## src/hdl/piano_ctrl_pkg.sv

```systemverilog
// ----------------------------------------
// Piano control shared types
// ----------------------------------------
package piano_ctrl_pkg;

    typedef logic [5:0] state_code_t;

    // Menu states
    localparam state_code_t ST_IDLE      = 6'h00;
    localparam state_code_t ST_MENU_INIT = 6'h1C;
    localparam state_code_t ST_WAIT_MODE = 6'h1D;
    localparam state_code_t ST_WAIT_BPM  = 6'h1E;
    localparam state_code_t ST_WAIT_KEY  = 6'h1F;
    localparam state_code_t ST_WAIT_SONG = 6'h20;
    // Menu parks here while the game runs, never seen on db_state
    localparam state_code_t ST_IN_GAME   = 6'h3D;

    // Game states
    localparam state_code_t ST_INIT_ELEMENTS = 6'h01;
    localparam state_code_t ST_ROUND_START   = 6'h02;
    localparam state_code_t ST_SHOW          = 6'h03;
    localparam state_code_t ST_WAIT_SHOW     = 6'h04;
    localparam state_code_t ST_SHOW_NEXT     = 6'h05;
    localparam state_code_t ST_NOTE_START    = 6'h06;
    localparam state_code_t ST_WAIT_NOTE     = 6'h07;
    localparam state_code_t ST_COMPARE       = 6'h09;
    localparam state_code_t ST_WON           = 6'h0A;
    localparam state_code_t ST_NEXT_NOTE     = 6'h0B;
    localparam state_code_t ST_ADVANCE_NOTE  = 6'h13;
    localparam state_code_t ST_WRONG_NOTE    = 6'h14;
    localparam state_code_t ST_WRONG_TIME    = 6'h15;
    localparam state_code_t ST_PLAY_NOTE     = 6'h17;
    localparam state_code_t ST_SHOW_LAST     = 6'h18;
    localparam state_code_t ST_NEXT_ROUND    = 6'h19;
    localparam state_code_t ST_CHECK_END     = 6'h1A;
    localparam state_code_t ST_RECORD        = 6'h1B;
    localparam state_code_t ST_OPEN_ERROR    = 6'h21;
    localparam state_code_t ST_ERROR_MENU    = 6'h22;
    localparam state_code_t ST_FREE_WAIT     = 6'h23;
    localparam state_code_t ST_FINISH        = 6'h3E;
    localparam state_code_t ST_GAME_IDLE     = 6'h3F;

    // Menu page select
    localparam logic [1:0] PAGE_MODE  = 2'd0;
    localparam logic [1:0] PAGE_TEMPO = 2'd1;
    localparam logic [1:0] PAGE_KEY   = 2'd2;
    localparam logic [1:0] PAGE_SONG  = 2'd3;

    typedef struct packed {
        logic freestyle;
        logic genius;
    } play_mode_t;

    typedef struct packed {
        logic retry_round;
        logic retry_note;
        logic replay_last;
    } err_choice_t;

    typedef struct packed {
        logic show_timer_done;
        logic last_round;
        logic note_pressed;
        logic note_right;
        logic timing_right;
        logic beat_low;
        logic address_is_round;
        logic timeout;
        logic song_end;
    } play_status_t;

    typedef struct packed {
        logic       clear_registers;
        logic       clear_options;
        logic       open_menu;
        logic       show_menu;
        logic [1:0] menu_page;
        logic       load_mode;
        logic       load_bpm;
        logic       load_key;
        logic       load_song;
    } menu_ctrl_t;

    typedef struct packed {
        logic clear_note;
        logic count_note;
        logic clear_show_timer;
        logic count_show_timer;
        logic clear_round;
        logic count_round;
        logic clear_beat;
        logic count_beat;
        logic clear_reply_timer;
        logic count_reply_timer;
        logic latch_note;
        logic leds_from_memory;
        logic leds_on;
        logic sound;
        logic open_error_menu;
        logic error_menu_shown;
        logic latch_error;
        logic won;
        logic lost;
        logic player_turn;
    } play_ctrl_t;

endpackage

```

## src/hdl/game_sequencer.sv

```systemverilog
// ----------------------------------------
// Genius and freestyle game sequencer
// ----------------------------------------
`timescale 1ns/1ps

module game_sequencer (
    input  logic                         clock,
    input  logic                         reset,
    input  logic                         start,
    input  logic                         enter,
    input  logic                         start_play,
    input  piano_ctrl_pkg::play_mode_t   mode,
    input  piano_ctrl_pkg::err_choice_t  err_choice,
    input  piano_ctrl_pkg::play_status_t status,
    output piano_ctrl_pkg::play_ctrl_t   play_ctrl,
    output piano_ctrl_pkg::state_code_t  game_state,
    output logic                         game_done
);

    piano_ctrl_pkg::state_code_t state;
    piano_ctrl_pkg::state_code_t next_state;

    always_ff @(posedge clock or posedge reset) begin
        if (reset) begin
            state <= piano_ctrl_pkg::ST_GAME_IDLE;
        end else begin
            state <= next_state;
        end
    end

    // ----------------------------------------
    // Next state
    // ----------------------------------------
    always_comb begin
        next_state = state;
        case (state)
            piano_ctrl_pkg::ST_GAME_IDLE: begin
                if (start_play) begin
                    next_state = piano_ctrl_pkg::ST_INIT_ELEMENTS;
                end
            end
            piano_ctrl_pkg::ST_INIT_ELEMENTS: begin
                // No valid mode falls back to the menu
                if (mode.genius) begin
                    next_state = piano_ctrl_pkg::ST_ROUND_START;
                end else if (mode.freestyle) begin
                    next_state = piano_ctrl_pkg::ST_FREE_WAIT;
                end else begin
                    next_state = piano_ctrl_pkg::ST_FINISH;
                end
            end
            piano_ctrl_pkg::ST_ROUND_START: begin
                if (status.show_timer_done) begin
                    next_state = piano_ctrl_pkg::ST_SHOW;
                end
            end
            piano_ctrl_pkg::ST_SHOW: next_state = piano_ctrl_pkg::ST_WAIT_SHOW;
            piano_ctrl_pkg::ST_WAIT_SHOW: begin
                if (status.beat_low) begin
                    next_state = status.address_is_round ? piano_ctrl_pkg::ST_NOTE_START
                                                         : piano_ctrl_pkg::ST_SHOW_NEXT;
                end
            end
            piano_ctrl_pkg::ST_SHOW_NEXT:  next_state = piano_ctrl_pkg::ST_SHOW;
            piano_ctrl_pkg::ST_NOTE_START: next_state = piano_ctrl_pkg::ST_WAIT_NOTE;
            piano_ctrl_pkg::ST_WAIT_NOTE: begin
                // Timeout beats a late press
                if (status.timeout) begin
                    next_state = piano_ctrl_pkg::ST_WRONG_TIME;
                end else if (status.note_pressed) begin
                    next_state = piano_ctrl_pkg::ST_PLAY_NOTE;
                end
            end
            piano_ctrl_pkg::ST_PLAY_NOTE: begin
                if (!status.note_pressed) begin
                    next_state = mode.genius ? piano_ctrl_pkg::ST_COMPARE
                                             : piano_ctrl_pkg::ST_FREE_WAIT;
                end
            end
            piano_ctrl_pkg::ST_COMPARE: begin
                if (!status.note_right) begin
                    next_state = piano_ctrl_pkg::ST_WRONG_NOTE;
                end else if (!status.timing_right) begin
                    next_state = piano_ctrl_pkg::ST_WRONG_TIME;
                end else if (status.address_is_round) begin
                    next_state = status.last_round ? piano_ctrl_pkg::ST_WON
                                                   : piano_ctrl_pkg::ST_ADVANCE_NOTE;
                end else begin
                    next_state = piano_ctrl_pkg::ST_NEXT_NOTE;
                end
            end
            piano_ctrl_pkg::ST_NEXT_NOTE:    next_state = piano_ctrl_pkg::ST_WAIT_NOTE;
            piano_ctrl_pkg::ST_ADVANCE_NOTE: next_state = piano_ctrl_pkg::ST_RECORD;
            piano_ctrl_pkg::ST_RECORD:       next_state = piano_ctrl_pkg::ST_CHECK_END;
            piano_ctrl_pkg::ST_CHECK_END: begin
                next_state = status.song_end ? piano_ctrl_pkg::ST_WON
                                             : piano_ctrl_pkg::ST_NEXT_ROUND;
            end
            piano_ctrl_pkg::ST_NEXT_ROUND: next_state = piano_ctrl_pkg::ST_ROUND_START;
            piano_ctrl_pkg::ST_WRONG_NOTE,
            piano_ctrl_pkg::ST_WRONG_TIME: next_state = piano_ctrl_pkg::ST_OPEN_ERROR;
            piano_ctrl_pkg::ST_OPEN_ERROR: next_state = piano_ctrl_pkg::ST_ERROR_MENU;
            piano_ctrl_pkg::ST_ERROR_MENU: begin
                // First choice set wins, none set keeps the menu up
                if (enter) begin
                    if (err_choice.retry_round) begin
                        next_state = piano_ctrl_pkg::ST_ROUND_START;
                    end else if (err_choice.retry_note) begin
                        next_state = piano_ctrl_pkg::ST_NOTE_START;
                    end else if (err_choice.replay_last) begin
                        next_state = piano_ctrl_pkg::ST_SHOW_LAST;
                    end
                end
            end
            piano_ctrl_pkg::ST_SHOW_LAST: begin
                if (status.beat_low) begin
                    next_state = piano_ctrl_pkg::ST_WAIT_NOTE;
                end
            end
            piano_ctrl_pkg::ST_WON: begin
                if (start) begin
                    next_state = piano_ctrl_pkg::ST_FINISH;
                end
            end
            piano_ctrl_pkg::ST_FINISH: next_state = piano_ctrl_pkg::ST_GAME_IDLE;
            piano_ctrl_pkg::ST_FREE_WAIT: begin
                if (status.note_pressed) begin
                    next_state = piano_ctrl_pkg::ST_PLAY_NOTE;
                end
            end
            default: next_state = piano_ctrl_pkg::ST_GAME_IDLE;
        endcase
    end

    // ----------------------------------------
    // Moore decode
    // ----------------------------------------
    always_comb begin
        play_ctrl = '0;
        case (state)
            piano_ctrl_pkg::ST_INIT_ELEMENTS: begin
                play_ctrl.clear_round       = 1'b1;
                play_ctrl.clear_reply_timer = 1'b1;
                play_ctrl.clear_show_timer  = 1'b1;
                play_ctrl.clear_beat        = 1'b1;
            end
            piano_ctrl_pkg::ST_ROUND_START: begin
                play_ctrl.clear_note       = 1'b1;
                play_ctrl.count_show_timer = 1'b1;
            end
            piano_ctrl_pkg::ST_SHOW: begin
                play_ctrl.clear_show_timer = 1'b1;
                play_ctrl.clear_beat       = 1'b1;
            end
            piano_ctrl_pkg::ST_WAIT_SHOW,
            piano_ctrl_pkg::ST_SHOW_LAST: begin
                play_ctrl.leds_from_memory = 1'b1;
                play_ctrl.leds_on          = 1'b1;
                play_ctrl.count_beat       = 1'b1;
            end
            piano_ctrl_pkg::ST_SHOW_NEXT,
            piano_ctrl_pkg::ST_ADVANCE_NOTE: play_ctrl.count_note = 1'b1;
            piano_ctrl_pkg::ST_NOTE_START: begin
                play_ctrl.clear_note        = 1'b1;
                play_ctrl.clear_reply_timer = 1'b1;
                play_ctrl.clear_show_timer  = 1'b1;
            end
            piano_ctrl_pkg::ST_WAIT_NOTE: begin
                play_ctrl.count_reply_timer = 1'b1;
                play_ctrl.clear_beat        = 1'b1;
                play_ctrl.player_turn       = 1'b1;
            end
            piano_ctrl_pkg::ST_PLAY_NOTE: begin
                play_ctrl.latch_note = 1'b1;
                play_ctrl.leds_on    = 1'b1;
                play_ctrl.sound      = 1'b1;
                play_ctrl.count_beat = 1'b1;
            end
            piano_ctrl_pkg::ST_COMPARE: play_ctrl.latch_error = 1'b1;
            piano_ctrl_pkg::ST_NEXT_NOTE: begin
                play_ctrl.count_note        = 1'b1;
                play_ctrl.clear_reply_timer = 1'b1;
            end
            piano_ctrl_pkg::ST_CHECK_END: begin
                play_ctrl.clear_reply_timer = 1'b1;
                play_ctrl.clear_beat        = 1'b1;
            end
            piano_ctrl_pkg::ST_NEXT_ROUND: play_ctrl.count_round = 1'b1;
            piano_ctrl_pkg::ST_WRONG_NOTE,
            piano_ctrl_pkg::ST_WRONG_TIME: begin
                play_ctrl.clear_reply_timer = 1'b1;
                play_ctrl.clear_beat        = 1'b1;
                play_ctrl.lost              = 1'b1;
            end
            piano_ctrl_pkg::ST_OPEN_ERROR: play_ctrl.open_error_menu  = 1'b1;
            piano_ctrl_pkg::ST_ERROR_MENU: play_ctrl.error_menu_shown = 1'b1;
            piano_ctrl_pkg::ST_WON:        play_ctrl.won              = 1'b1;
            // Metronome keeps running between free presses
            piano_ctrl_pkg::ST_FREE_WAIT:  play_ctrl.count_beat       = 1'b1;
            default: play_ctrl = '0;
        endcase
    end

    assign game_state = state;
    assign game_done  = (state == piano_ctrl_pkg::ST_FINISH);

endmodule

```

## src/hdl/menu_sequencer.sv

```systemverilog
// ----------------------------------------
// Setup menu sequencer
// ----------------------------------------
`timescale 1ns/1ps

module menu_sequencer (
    input  logic                        clock,
    input  logic                        reset,
    input  logic                        start,
    input  logic                        enter,
    input  piano_ctrl_pkg::play_mode_t  mode,
    input  logic                        game_done,
    input  piano_ctrl_pkg::state_code_t game_state,
    output logic                        start_play,
    output piano_ctrl_pkg::menu_ctrl_t  menu_ctrl,
    output piano_ctrl_pkg::state_code_t db_state
);

    piano_ctrl_pkg::state_code_t state;
    piano_ctrl_pkg::state_code_t next_state;

    always_ff @(posedge clock or posedge reset) begin
        if (reset) begin
            state <= piano_ctrl_pkg::ST_IDLE;
        end else begin
            state <= next_state;
        end
    end

    // ----------------------------------------
    // Page walk
    // ----------------------------------------
    always_comb begin
        next_state = state;
        case (state)
            piano_ctrl_pkg::ST_IDLE: begin
                if (start) begin
                    next_state = piano_ctrl_pkg::ST_MENU_INIT;
                end
            end
            piano_ctrl_pkg::ST_MENU_INIT: begin
                next_state = piano_ctrl_pkg::ST_WAIT_MODE;
            end
            piano_ctrl_pkg::ST_WAIT_MODE: begin
                if (enter) begin
                    next_state = piano_ctrl_pkg::ST_WAIT_BPM;
                end
            end
            piano_ctrl_pkg::ST_WAIT_BPM: begin
                if (enter) begin
                    next_state = piano_ctrl_pkg::ST_WAIT_KEY;
                end
            end
            piano_ctrl_pkg::ST_WAIT_KEY: begin
                // Freestyle has no song to pick
                if (enter) begin
                    next_state = mode.freestyle ? piano_ctrl_pkg::ST_IN_GAME
                                                : piano_ctrl_pkg::ST_WAIT_SONG;
                end
            end
            piano_ctrl_pkg::ST_WAIT_SONG: begin
                if (enter) begin
                    next_state = piano_ctrl_pkg::ST_IN_GAME;
                end
            end
            piano_ctrl_pkg::ST_IN_GAME: begin
                if (game_done) begin
                    next_state = piano_ctrl_pkg::ST_MENU_INIT;
                end
            end
            default: next_state = piano_ctrl_pkg::ST_IDLE;
        endcase
    end

    // ----------------------------------------
    // Moore decode
    // ----------------------------------------
    always_comb begin
        menu_ctrl = '0;
        case (state)
            piano_ctrl_pkg::ST_IDLE: begin
                menu_ctrl.clear_registers = 1'b1;
                menu_ctrl.clear_options   = 1'b1;
            end
            piano_ctrl_pkg::ST_MENU_INIT: menu_ctrl.open_menu = 1'b1;
            piano_ctrl_pkg::ST_WAIT_MODE: begin
                menu_ctrl.show_menu = 1'b1;
                menu_ctrl.menu_page = piano_ctrl_pkg::PAGE_MODE;
                menu_ctrl.load_mode = 1'b1;
            end
            piano_ctrl_pkg::ST_WAIT_BPM: begin
                menu_ctrl.show_menu = 1'b1;
                menu_ctrl.menu_page = piano_ctrl_pkg::PAGE_TEMPO;
                menu_ctrl.load_bpm  = 1'b1;
            end
            piano_ctrl_pkg::ST_WAIT_KEY: begin
                menu_ctrl.show_menu = 1'b1;
                menu_ctrl.menu_page = piano_ctrl_pkg::PAGE_KEY;
                menu_ctrl.load_key  = 1'b1;
            end
            piano_ctrl_pkg::ST_WAIT_SONG: begin
                menu_ctrl.show_menu = 1'b1;
                menu_ctrl.menu_page = piano_ctrl_pkg::PAGE_SONG;
                menu_ctrl.load_song = 1'b1;
            end
            default: menu_ctrl = '0;
        endcase
    end

    assign start_play = (state == piano_ctrl_pkg::ST_IN_GAME);

    // Game code takes over the debug display during play
    assign db_state = start_play ? game_state : state;

endmodule

```

## src/hdl/piano_control_unit.sv

```systemverilog
// ----------------------------------------
// Piano control unit
// ----------------------------------------
`timescale 1ns/1ps

module piano_control_unit (
    input  logic                         clock,
    input  logic                         reset,
    input  logic                         start,
    input  logic                         enter,
    input  piano_ctrl_pkg::play_mode_t   mode,
    input  piano_ctrl_pkg::err_choice_t  err_choice,
    input  piano_ctrl_pkg::play_status_t status,
    output piano_ctrl_pkg::menu_ctrl_t   menu_ctrl,
    output piano_ctrl_pkg::play_ctrl_t   play_ctrl,
    output piano_ctrl_pkg::state_code_t  db_state
);

    // Menu to game hand-off
    logic                        start_play;
    logic                        game_done;
    piano_ctrl_pkg::state_code_t game_state;

    menu_sequencer menu_seq (
        .clock      (clock),
        .reset      (reset),
        .start      (start),
        .enter      (enter),
        .mode       (mode),
        .game_done  (game_done),
        .game_state (game_state),
        .start_play (start_play),
        .menu_ctrl  (menu_ctrl),
        .db_state   (db_state)
    );

    game_sequencer game_seq (
        .clock      (clock),
        .reset      (reset),
        .start      (start),
        .enter      (enter),
        .start_play (start_play),
        .mode       (mode),
        .err_choice (err_choice),
        .status     (status),
        .play_ctrl  (play_ctrl),
        .game_state (game_state),
        .game_done  (game_done)
    );

endmodule

```

## config.mk

```make
export PLATFORM = sky130hd
export DESIGN_NAME = piano_control_unit
export DESIGN_NICKNAME = d
export VERILOG_FILES = /design/src/hdl/piano_ctrl_pkg.sv /design/src/hdl/game_sequencer.sv /design/src/hdl/menu_sequencer.sv /design/src/hdl/piano_control_unit.sv
export SDC_FILE = /design/constraint.sdc
export NUM_CORES = 1
export LEC_CHECK = 0
export ABC_AREA = 1
export BUFFER_PORTS_ARGS = -buffer_cell sky130_fd_sc_hd__buf_4
export CAP_MARGIN = 20
export CORE_MARGIN = 3
export CORE_UTILIZATION = 41
export CTS_CLUSTER_SIZE = 20
export DETAILED_ROUTE_END_ITERATION = 10
export HOLD_SLACK_MARGIN = 0.08
export PLACE_DENSITY = 0.79
export REMOVE_ABC_BUFFERS = 1
export SLEW_MARGIN = 20
export SYNTH_ARGS = -nofsm -noshare
export SYNTH_HDL_FRONTEND = slang
export SYNTH_HIERARCHICAL = 1
export SYNTH_SLANG_ARGS = --single-unit
export TNS_END_PERCENT = 20
```

## constraint.sdc

```tcl
create_clock -name clock -period 3.93 [get_ports clock]
set_input_delay 0.1965 -clock clock [delete_from_list [all_inputs] [get_ports clock]]
set_output_delay 0.1965 -clock clock [all_outputs]
set_load 0.005 [all_outputs]
```

# After elaboration in Yosys (flattened, before gate mapping)
# Index checks and enable logic that the tools add are counted.
# word_totals
register_bits	12
inputBits	18
output_inout_bits	36
wordCells	114
# classes
eq_ne	43
mux	56
n_reduce_logical	13
# ops
op	count
$mux 6	24
$pmux 6 s20	1
$eq 6x5->1 const B	12
$eq 6x6->1 const B	7
$pmux 6 s7	1
$ne 2x2->1 const B	13
$eq 6x3->1 const B	4
$mux 1	23
$mux 5	4
$eq 6x4->1 const B	3
$eq 6x2->1 const B	2
$pmux 3 s4	1
$reduce_or 6->1	2
$reduce_or 3->1	3
$reduce_and 8->1	1
$reduce_or 2->1	4
$eq 6x1->1 const B	1
$logic_not 6->1	1
$reduce_and 6->1	1
$mux 2	2
$ne 4x4->1 const B	1
$reduce_or 4->1	1

# Depth between registers and ports, before layout
# Gate-level depths: netlist of the first run.
# depth
word_depth	5
depth_mapped	12
mapped_depth_nobuf	12

# Cells and area by module
# The synthesis of the first run kept the hierarchy.
# by_module_without_submodules
module	instances	cells_each	area_each_um2
game_sequencer	1	236	1177.4
menu_sequencer	1	84	451.7

# Worst setup path after synthesis of the first run
# No wires, ideal clock.
# synth_path
kind	flip-flop to flip-flop
start	reg game_seq.state[1] (netlist: game_seq/game_state[1])
end	reg game_seq.state[0] (netlist: game_seq/game_state[0])
setup_ns	0.075
arrival_time_ns	1.448
required_ns	3.855
path_slack_ns	2.406
stages_incl_launch_ff	12
path_buffers	0
path_cell_list	dfstp_2 > inv_2 > nor2_2 > nand2_1 > nor2_2 > nand2_2 > nor2_2 > nor2_2 > nand2_4 > inv_2 > nand2_1 > nand2_1
# synth_via
elab_chain_cells	3
word_cells_on_any_way	34
cone_classes	eq/ne (30); mux (1); reduce/logical (3)
# synth_lines
item	line	source
start, declared	game_sequencer.sv:20	piano_ctrl_pkg::state_code_t state;
start signal, assigned	game_sequencer.sv:25	state <= piano_ctrl_pkg::ST_GAME_IDLE;
start signal, assigned	game_sequencer.sv:27	state <= next_state;
$eq 6x5->1 (tied with other cells)	game_sequencer.sv:36	case (state)
$reduce_or 2->1 (tied with other cells)	game_sequencer.sv:36	
$pmux 6 s20 or $reduce_and 8->1 (tied branches)	--	
# Parallel ways exist; a longest one is shown, timed or not.
# A chain may end at the register's enable or synchronous reset.

==> qor.txt, run 1 <==
======================================================================================
Maximum number of pins on one net before global-route repair                        16
H-tree depth reported by CTS                                                         1
Slack of the worst reg-to-reg path                                             1820 ps
Share of Yosys cell area claimed by the top area cell type                       24.4%
Relative contribution of combinational cells to total power                      67.7%
Crit end category                                                           output pin
Via density per instance                                                          5.26
DP HPWL                                                                        4570 um
Post-cts resize count                                                                0
Ys flop type                                                                   dfstp_2
# DRC                                                                                0
Summed negative setup slack over all endpoints                                    0 ps
Post-synthesis average cell area                                             5.09 um^2
Number of warnings printed during yosys synthesis                                    6
Area of the die                                                           0.00477 mm^2
Cell Rows                                                                           22
Netlist area before placement                                             0.00163 mm^2
Worst path buffer plus inverter count                                                2
Final ANT Viol Nets                                                                  0
Final std cell area, no fill                                              0.00211 mm^2
Number of antenna violations at the first check in global routing                    0
Top fanout value on the critical path                                               11
Kind of launch point of the worst setup path                                 flip-flop
Starting Density                                                                 43.5%
Worst hold path startpoint                                                       enter
Highest ir drop seen on vdd                                                   0.405 mV
Residual overflow from global routing                                                0
Root buffer cell                                                              clkbuf_8
Family of cells with the greatest summed delay on the critical path       simple AND/OR/NAND/NOR gates
Total wirelength of the detailed-routed design                                 5480 um
Outcome                                                                   complete, no violations
Worst endpoint required time                                                   3730 ps
Via count of the first global-routing pass                                       1,974
Insertion delay to the later sink of the worst-skew pair                        230 ps
Internal Dissipation                                                            574 uW
Final worst setup slack                                                        1740 ps
Final hold violations                                                                0
Highest clock rate                                                             457 MHz
Data arrival time at the worst-slack endpoint                                  1990 ps
Number of synthesized flops with an enable pin                                       0
TritonRoute pass-1 iters                                                             6
Largest stage delay, worst path                                                 630 ps
Slowest cell on the critical path                                              dfstp_2
Part of the total power dissipated in the clock network                          10.2%
Minimum clock period after layout                                              2190 ps
Initial drt markers                                                                290
Pre-CTS setup slack                                                            1910 ps
Largest area contributor in the netlist                                        nand2_1
Leading post-synthesis cells by cell area                                 nand2_1, nand3_1, nor2_1
TritonCTS Sinks                                                                     10
Fraction of the cycle the final worst path needs                                 55.6%
I/O Pins                                                                            54
Worst R2R Start                                                           game_seq/game_state[4]$_DFFE_PP1P_
X dimension of the die                                                         69.0 um
Sw Share                                                                         53.5%
Cell types with the highest counts after synthesis                        nand2_1, nor2_1, inv_1, nand3_1, nor2_2
R2r endpoint                                                              game_seq/game_state[0]$_DFFE_PP1P_
PortBufs                                                                            53
TritonCTS clock tree                                                             built
Slew @ Worst Pin                                                                525 ps
CTS buffer count                                                                     3
Core Footprint                                                            0.00374 mm^2
Routed WL per cell                                                             13.0 um
Proportion of layout cells with a drive suffix above 1                           27.3%
Count of vias placed by the detailed router                                      2,215
Pwr Density                                                                585 mW/mm^2
Y dimension of the die                                                         69.0 um
Setup repair after global routing missed its margin                              false
Worst Hold Class                                                          primary input to flip-flop
Share of the yosys chip area belonging to registers                              15.8%
Slew headroom                                                                    65.0%
Switch Pwr                                                                      661 uW
Total of flip-flops plus latches after synthesis                                    10
Largest buffer count on any clock path                                               2
Endpoint of the worst hold-timing path                                    menu_seq/state[1]$_DFFE_PP0P_
Fill cell total of the finished layout                                             417
Area added between synthesis and finish                                          29.6%
Leakage power total                                                         0.00144 uW
Placed Instance Area                                                      0.00205 mm^2
Max-capacitance violation count                                                      0
Wire length of the first global-routing pass                                   9030 um
Worst Path Class, Setup                                                   flip-flop to output pin
Seq pwr share                                                                    22.2%
Overall Global Routing Usage                                                     22.3%
Total power of the final layout                                                1230 uW
Clock transition at the registers of the reported paths                          50 ps
Final setup violation count                                                          0
Unique masters post-synth                                                           20
Number of pins exceeding their max-slew limit in the final report                    0
Antenna cells                                                                        0
Worst path cell trace                                                     inv_2, nor2_2, nand3_1, nand2_1, nor2_1, nand3_1, buf_4
Leading cell type by number of instances after synthesis                       nand2_1
Number of cell instances on the worst register-to-register path                     11
Post-layout net count                                                              392
Weighted congestion reported at the end of routability-driven placement           1.02
Gate count after technology mapping                                                320
Post-Route Skew                                                                1.84 ps
Worst hold path depth                                                                4
Fraction of synthesis flops using an asynchronous set or reset pin                100%
Cell seen most often among critical-path stages                                nand3_1
======================================================================================
-- layer usage --
layer / wire (um) / GRT usage (%) / vias to the layer above
met1: 2270 / 29.1 / 977
met3: 514 / 2.77 / 14
met4: 147 / 8.46 / 0
li1: - / - / 1084
met2: 2550 / 37.2 / 140
met5: 0 / 0 / -
-- through the flow --
| stage | hold WS [ps] | util, % | instances |
|---|---|---|---|
| finish | 228 | 56.4 | 421 |
| detailed placement | 96.4 | 54.6 | 416 |
| floorplan | -37.4 | - | 315 |
| CTS | 232 | 56.4 | 421 |
| global placement | 96.6 | 54.6 | 416 |
| global route | 254 | 56.4 | 421 |
-- how the worst max path moves through the flow --
stage                                  startpoint                                  to  slack [ps]  cells past startpoint
2_1_floorplan  game_seq/game_state[4]$_DFFE_PP1P_  game_seq/game_state[0]$_DFFE_PP1P_        2280                     11
3_3_place_gp   game_seq/game_state[4]$_DFFE_PP1P_  game_seq/game_state[1]$_DFFE_PP1P_        1910                     11
3_5_place_dp   game_seq/game_state[4]$_DFFE_PP1P_  game_seq/game_state[0]$_DFFE_PP1P_        1910                     11
4_1_cts        game_seq/game_state[4]$_DFFE_PP1P_                       play_ctrl[13]        1790                      7
5_1_grt        game_seq/game_state[4]$_DFFE_PP1P_                       play_ctrl[13]        1550                      7
6_report       game_seq/game_state[4]$_DFFE_PP1P_                       play_ctrl[13]        1740                      7
-- power groups by stage --
stage                     Sequential, uW  Combinational, uW  Clock [uW]
final                                274                836         126
after global routing                 282                939         135
after CTS                            270                826         129
after detailed placement             271                820           0
after global placement               269                816           0
after floorplan                      246                551           0
-- flip-flops by register name (all words and copies together), names as in the netlist --
register / cells
game_seq/game_state: 6
menu_seq/state: 4
-- cells by family (layout without fill, tap and decap cells) --
kind of cell | after synthesis | in the layout | share of synthesized area [%]
buf+inv | 65 | 118 | 16.4
simple gates | 236 | 236 | 65.1
compound gates | 9 | 9 | 2.76
flops | 10 | 10 | 15.8
-- cell usage in the layout (no fill, tap or decap), types with 6 or more instances in the layout --
cell and instances:
a21oi_1 6, buf_4 53, dfstp_2 6, inv_1 48, inv_2 12, nand2_1 106
nand2_2 7, nand3_1 43, nand4_1 7, nor2_1 50, nor2_2 13
-- tightest hold or removal path: stages --
cell,delay [ps]
buf_4,90
a21oi_1,40
inv_1,40
nand2_1,40
-- layout make-up --
class / instances / area [um^2] / share of cell area [%]
repair buffers: 54 / 408 / 19.3
clock buffers: 4 / 55.1 / 2.61
flip-flops and latches: 10 / 258 / 12.2
well taps: 48 / 60.1 / 2.85
inverters: 60 / 225 / 10.7
multi-input cells: 245 / 1100 / 52.3
-- what timing repair did --
item | 4_1_cts | 5_1_grt
hold endpoints to repair | 4 | 0
hold buffers | 1 | 0
buffers inserted | 0 | 0
Note: power is estimated with default switching activity, not from simulation.
==> run 2, diff against run 1 <==
==> constraint.sdc (replaced) <==
create_clock -name clock -period 2.1 [get_ports clock]
set_input_delay 0.105 -clock clock [delete_from_list [all_inputs] [get_ports clock]]
set_output_delay 0.105 -clock clock [all_outputs]
set_load 0.005 [all_outputs]
==> qor.txt, run 2 (synthesis gave the netlist of run 1 again) <==
======================================================================================
Outcome                                                                   complete, no violations   unchanged
Family of cells with the greatest summed delay on the critical path       simple AND/OR/NAND/NOR gates   unchanged
Highest ir drop seen on vdd                                                   0.730 mV   was 0.405 mV
Worst path buffer plus inverter count                                                1   was 2
Maximum number of pins on one net before global-route repair                        12   was 16
Worst setup path endpoint                                                 play_ctrl[13]   unchanged
Y dimension of the die                                                         69.0 um   unchanged
TritonCTS Sinks                                                                     10   unchanged
I/O Pins                                                                            54   unchanged
Insertion delay to the later sink of the worst-skew pair                        230 ps   about the same
Util after Layout                                                                57.5%   was 56.4%
Sw Share                                                                         52.6%   was 53.5%
Most common library cell in the layout ignoring fill and taps                  nand2_1   unchanged
CTS buffer count                                                                     3   unchanged
Cell seen most often among critical-path stages                                nand2_1   was nand3_1
Data arrival time at the worst-slack endpoint                                  1800 ps   was 1990 ps
Count of buffers added by post-CTS timing repair for setup                           0   unchanged
Kind of launch point of the worst setup path                                 flip-flop   unchanged
Slack of the worst reg-to-reg path                                              250 ps   was 1820 ps
Slew headroom                                                                    73.1%   was 65.0%
Worst hold path startpoint                                                       enter   unchanged
Crit end category                                                           output pin   unchanged
Worst Hold Class                                                          primary input to flip-flop   unchanged
Number of pins exceeding their max-slew limit in the final report                    0   unchanged
Pwr Density                                                               1090 mW/mm^2   was 585 mW/mm^2
Largest buffer count on any clock path                                               2   unchanged
Fill cell total of the finished layout                                             412   was 417
Part of the total power dissipated in the clock network                          10.0%   was 10.2%
Initial drt markers                                                                162   was 290
Via density per instance                                                          5.14   was 5.26
Area of the die                                                           0.00477 mm^2   unchanged
Fraction of the cycle the final worst path needs                                 90.9%
Clock transition at the registers of the reported paths                          50 ps   about the same
X dimension of the die                                                         69.0 um   unchanged
Minimum clock period after layout                                              1910 ps
H-tree depth reported by CTS                                                         1   unchanged
Total wirelength of the detailed-routed design                                 5490 um   was 5480 um
Residual overflow from global routing                                                0   unchanged
Slew @ Worst Pin                                                                402 ps   was 525 ps
TritonRoute pass-1 iters                                                             5   was 6
Relative contribution of combinational cells to total power                      67.5%   was 67.7%
Largest stage delay, worst path                                                 630 ps   about the same
Overall Global Routing Usage                                                     22.9%   was 22.3%
Area added between synthesis and finish                                          32.2%   was 29.6%
Switch Pwr                                                                     1230 uW   was 661 uW
Worst Path Class, Setup                                                   flip-flop to output pin   unchanged
Summed negative setup slack over all endpoints                                    0 ps   unchanged
Count of vias placed by the detailed router                                      2,191   was 2,215
Root buffer cell                                                              clkbuf_8   unchanged
Post-Route Skew                                                                2.35 ps   was 1.84 ps
DP HPWL                                                                        4720 um   was 4570 um
Leakage power total                                                         0.00146 uW   was 0.00144 uW
Worst R2R Start                                                           game_seq/game_state[1]$_DFFE_PP1P_   was game_seq/game_state[4]$_DFFE_PP1P_
Starting Density                                                                 43.5%   unchanged
Number of cell instances on the worst register-to-register path                     11   unchanged
Routed WL per cell                                                             12.9 um   was 13.0 um
Final hold violations                                                                0   unchanged
Slowest cell on the critical path                                              dfstp_2   unchanged
Weighted congestion reported at the end of routability-driven placement          0.922   was 1.02
Cell Rows                                                                           22   unchanged
Commonest cells after routing, fill and taps aside                        nand2_1, buf_4, nor2_1   unchanged
Post-layout net count                                                              397   was 392
Worst path cell trace                                                     nand2_1, nor2_1, nand2_1, nand2_1, nor2_1, nand3_1, buf_4   was inv_2, nor2_2, nand3_1, nand2_1, nor2_1, nand3_1, buf_4
Highest clock rate                                                             524 MHz
Seq pwr share                                                                    22.5%   was 22.2%
Max-capacitance violation count                                                      0   unchanged
PortBufs                                                                            53   unchanged
R2r endpoint                                                              game_seq/game_state[0]$_DFFE_PP1P_   unchanged
Number of flip-flops under the largest register name                                 6   unchanged
Core Footprint                                                            0.00374 mm^2   unchanged
# DRC                                                                                0   unchanged
Via count of the first global-routing pass                                       2,049   was 1,974
Antenna cells                                                                        0   unchanged
Worst endpoint required time                                                   2000 ps   was 3730 ps
Setup repair after global routing missed its margin                              false   unchanged
Wire length of the first global-routing pass                                   9110 um   was 9030 um
Origin of the worst setup path                                            game_seq/game_state[1]$_DFFE_PP1P_   was game_seq/game_state[4]$_DFFE_PP1P_
Proportion of layout cells with a drive suffix above 1                           28.3%   was 27.3%
TritonCTS clock tree                                                             built   unchanged
Total stage count of the critical path                                               7   unchanged
Top fanout value on the critical path                                                7   was 11
Final setup violation count                                                          0   unchanged
Final ANT Viol Nets                                                                  0   unchanged
Internal Dissipation                                                           1110 uW   was 574 uW
Number of antenna violations at the first check in global routing                    0   unchanged
======================================================================================
run 2: cell types whose count changed in the layout (fill, tap and decap cells not counted):
cell / change
nor2_2: -1
nor2_4: +1
buf_4: +5
run 2: power by group through the flow:
stage | clock [uW] | sequential, uW | combinational (uW)
after floorplan | 0 | 460 | 1030
after global placement | 0 | 513 | 1540
after detailed placement | 0 | 521 | 1570
after CTS | 242 | 519 | 1580
after global routing | 258 | 541 | 1770
final | 235 | 527 | 1580
run 2: metrics by stage:
step           power (uW)  hold WS, ps  worst slack (ps)  cells  area [um^2]
6_report             2340          153               191    426         2150
3_5_place_dp         2090         16.6               180    421         2080
5_1_grt              2570          193              70.3    426         2150
4_1_cts              2340          153               134    426         2150
3_3_place_gp         2060         6.89               257    421         2080
2_1_floorplan        1490         -129               454    315         1590
run 2: tightest hold or removal path, cell delays in order:
cell and delay [ps]:
buf_4 100, a21oi_1 50, inv_1 50, nand2_1 50
run 2: layout make-up:
class                      instances  area [um^2]  share of cell area, %
multi-input combinational        245         1110                   51.5
timing repair buffer              59          445                   20.7
sequential                        10          258                   12.0
inverter                          60          225                   10.5
tap                               48         60.1                   2.79
clock buffer                       4         55.1                   2.56
run 2: worst min path at each step:
stage	end	slack, ps	cells past startpoint
2_1_floorplan	menu_seq/state[0]$_DFFE_PP0P_	-130	1
3_3_place_gp	menu_seq/state[4]$_DFFE_PP0P_	7	2
3_5_place_dp	menu_seq/state[4]$_DFFE_PP0P_	20	2
4_1_cts	menu_seq/state[1]$_DFFE_PP0P_	150	4
5_1_grt	menu_seq/state[1]$_DFFE_PP0P_	190	4
6_report	menu_seq/state[1]$_DFFE_PP0P_	150	4
run 2: layer usage:
metal / part of all wire [%] / up-vias / GRT usage (%) / routed length, um
met4: 4.6 / 0 / 11.9 / 250
met2: 49 / 113 / 39.8 / 2690
met1: 39 / 953 / 27.3 / 2160
met3: 7.0 / 27 / 2.77 / 382
met5: 0 / - / 0 / 0
li1: - / 1098 / - / -
run 2: repair_timing:
action | in CTS | in global routing
hold endpoints to repair | 10 | 0
gates resized for setup | 0 | 1
hold buffers | 1 | 0
setup endpoints to repair | 0 | 7
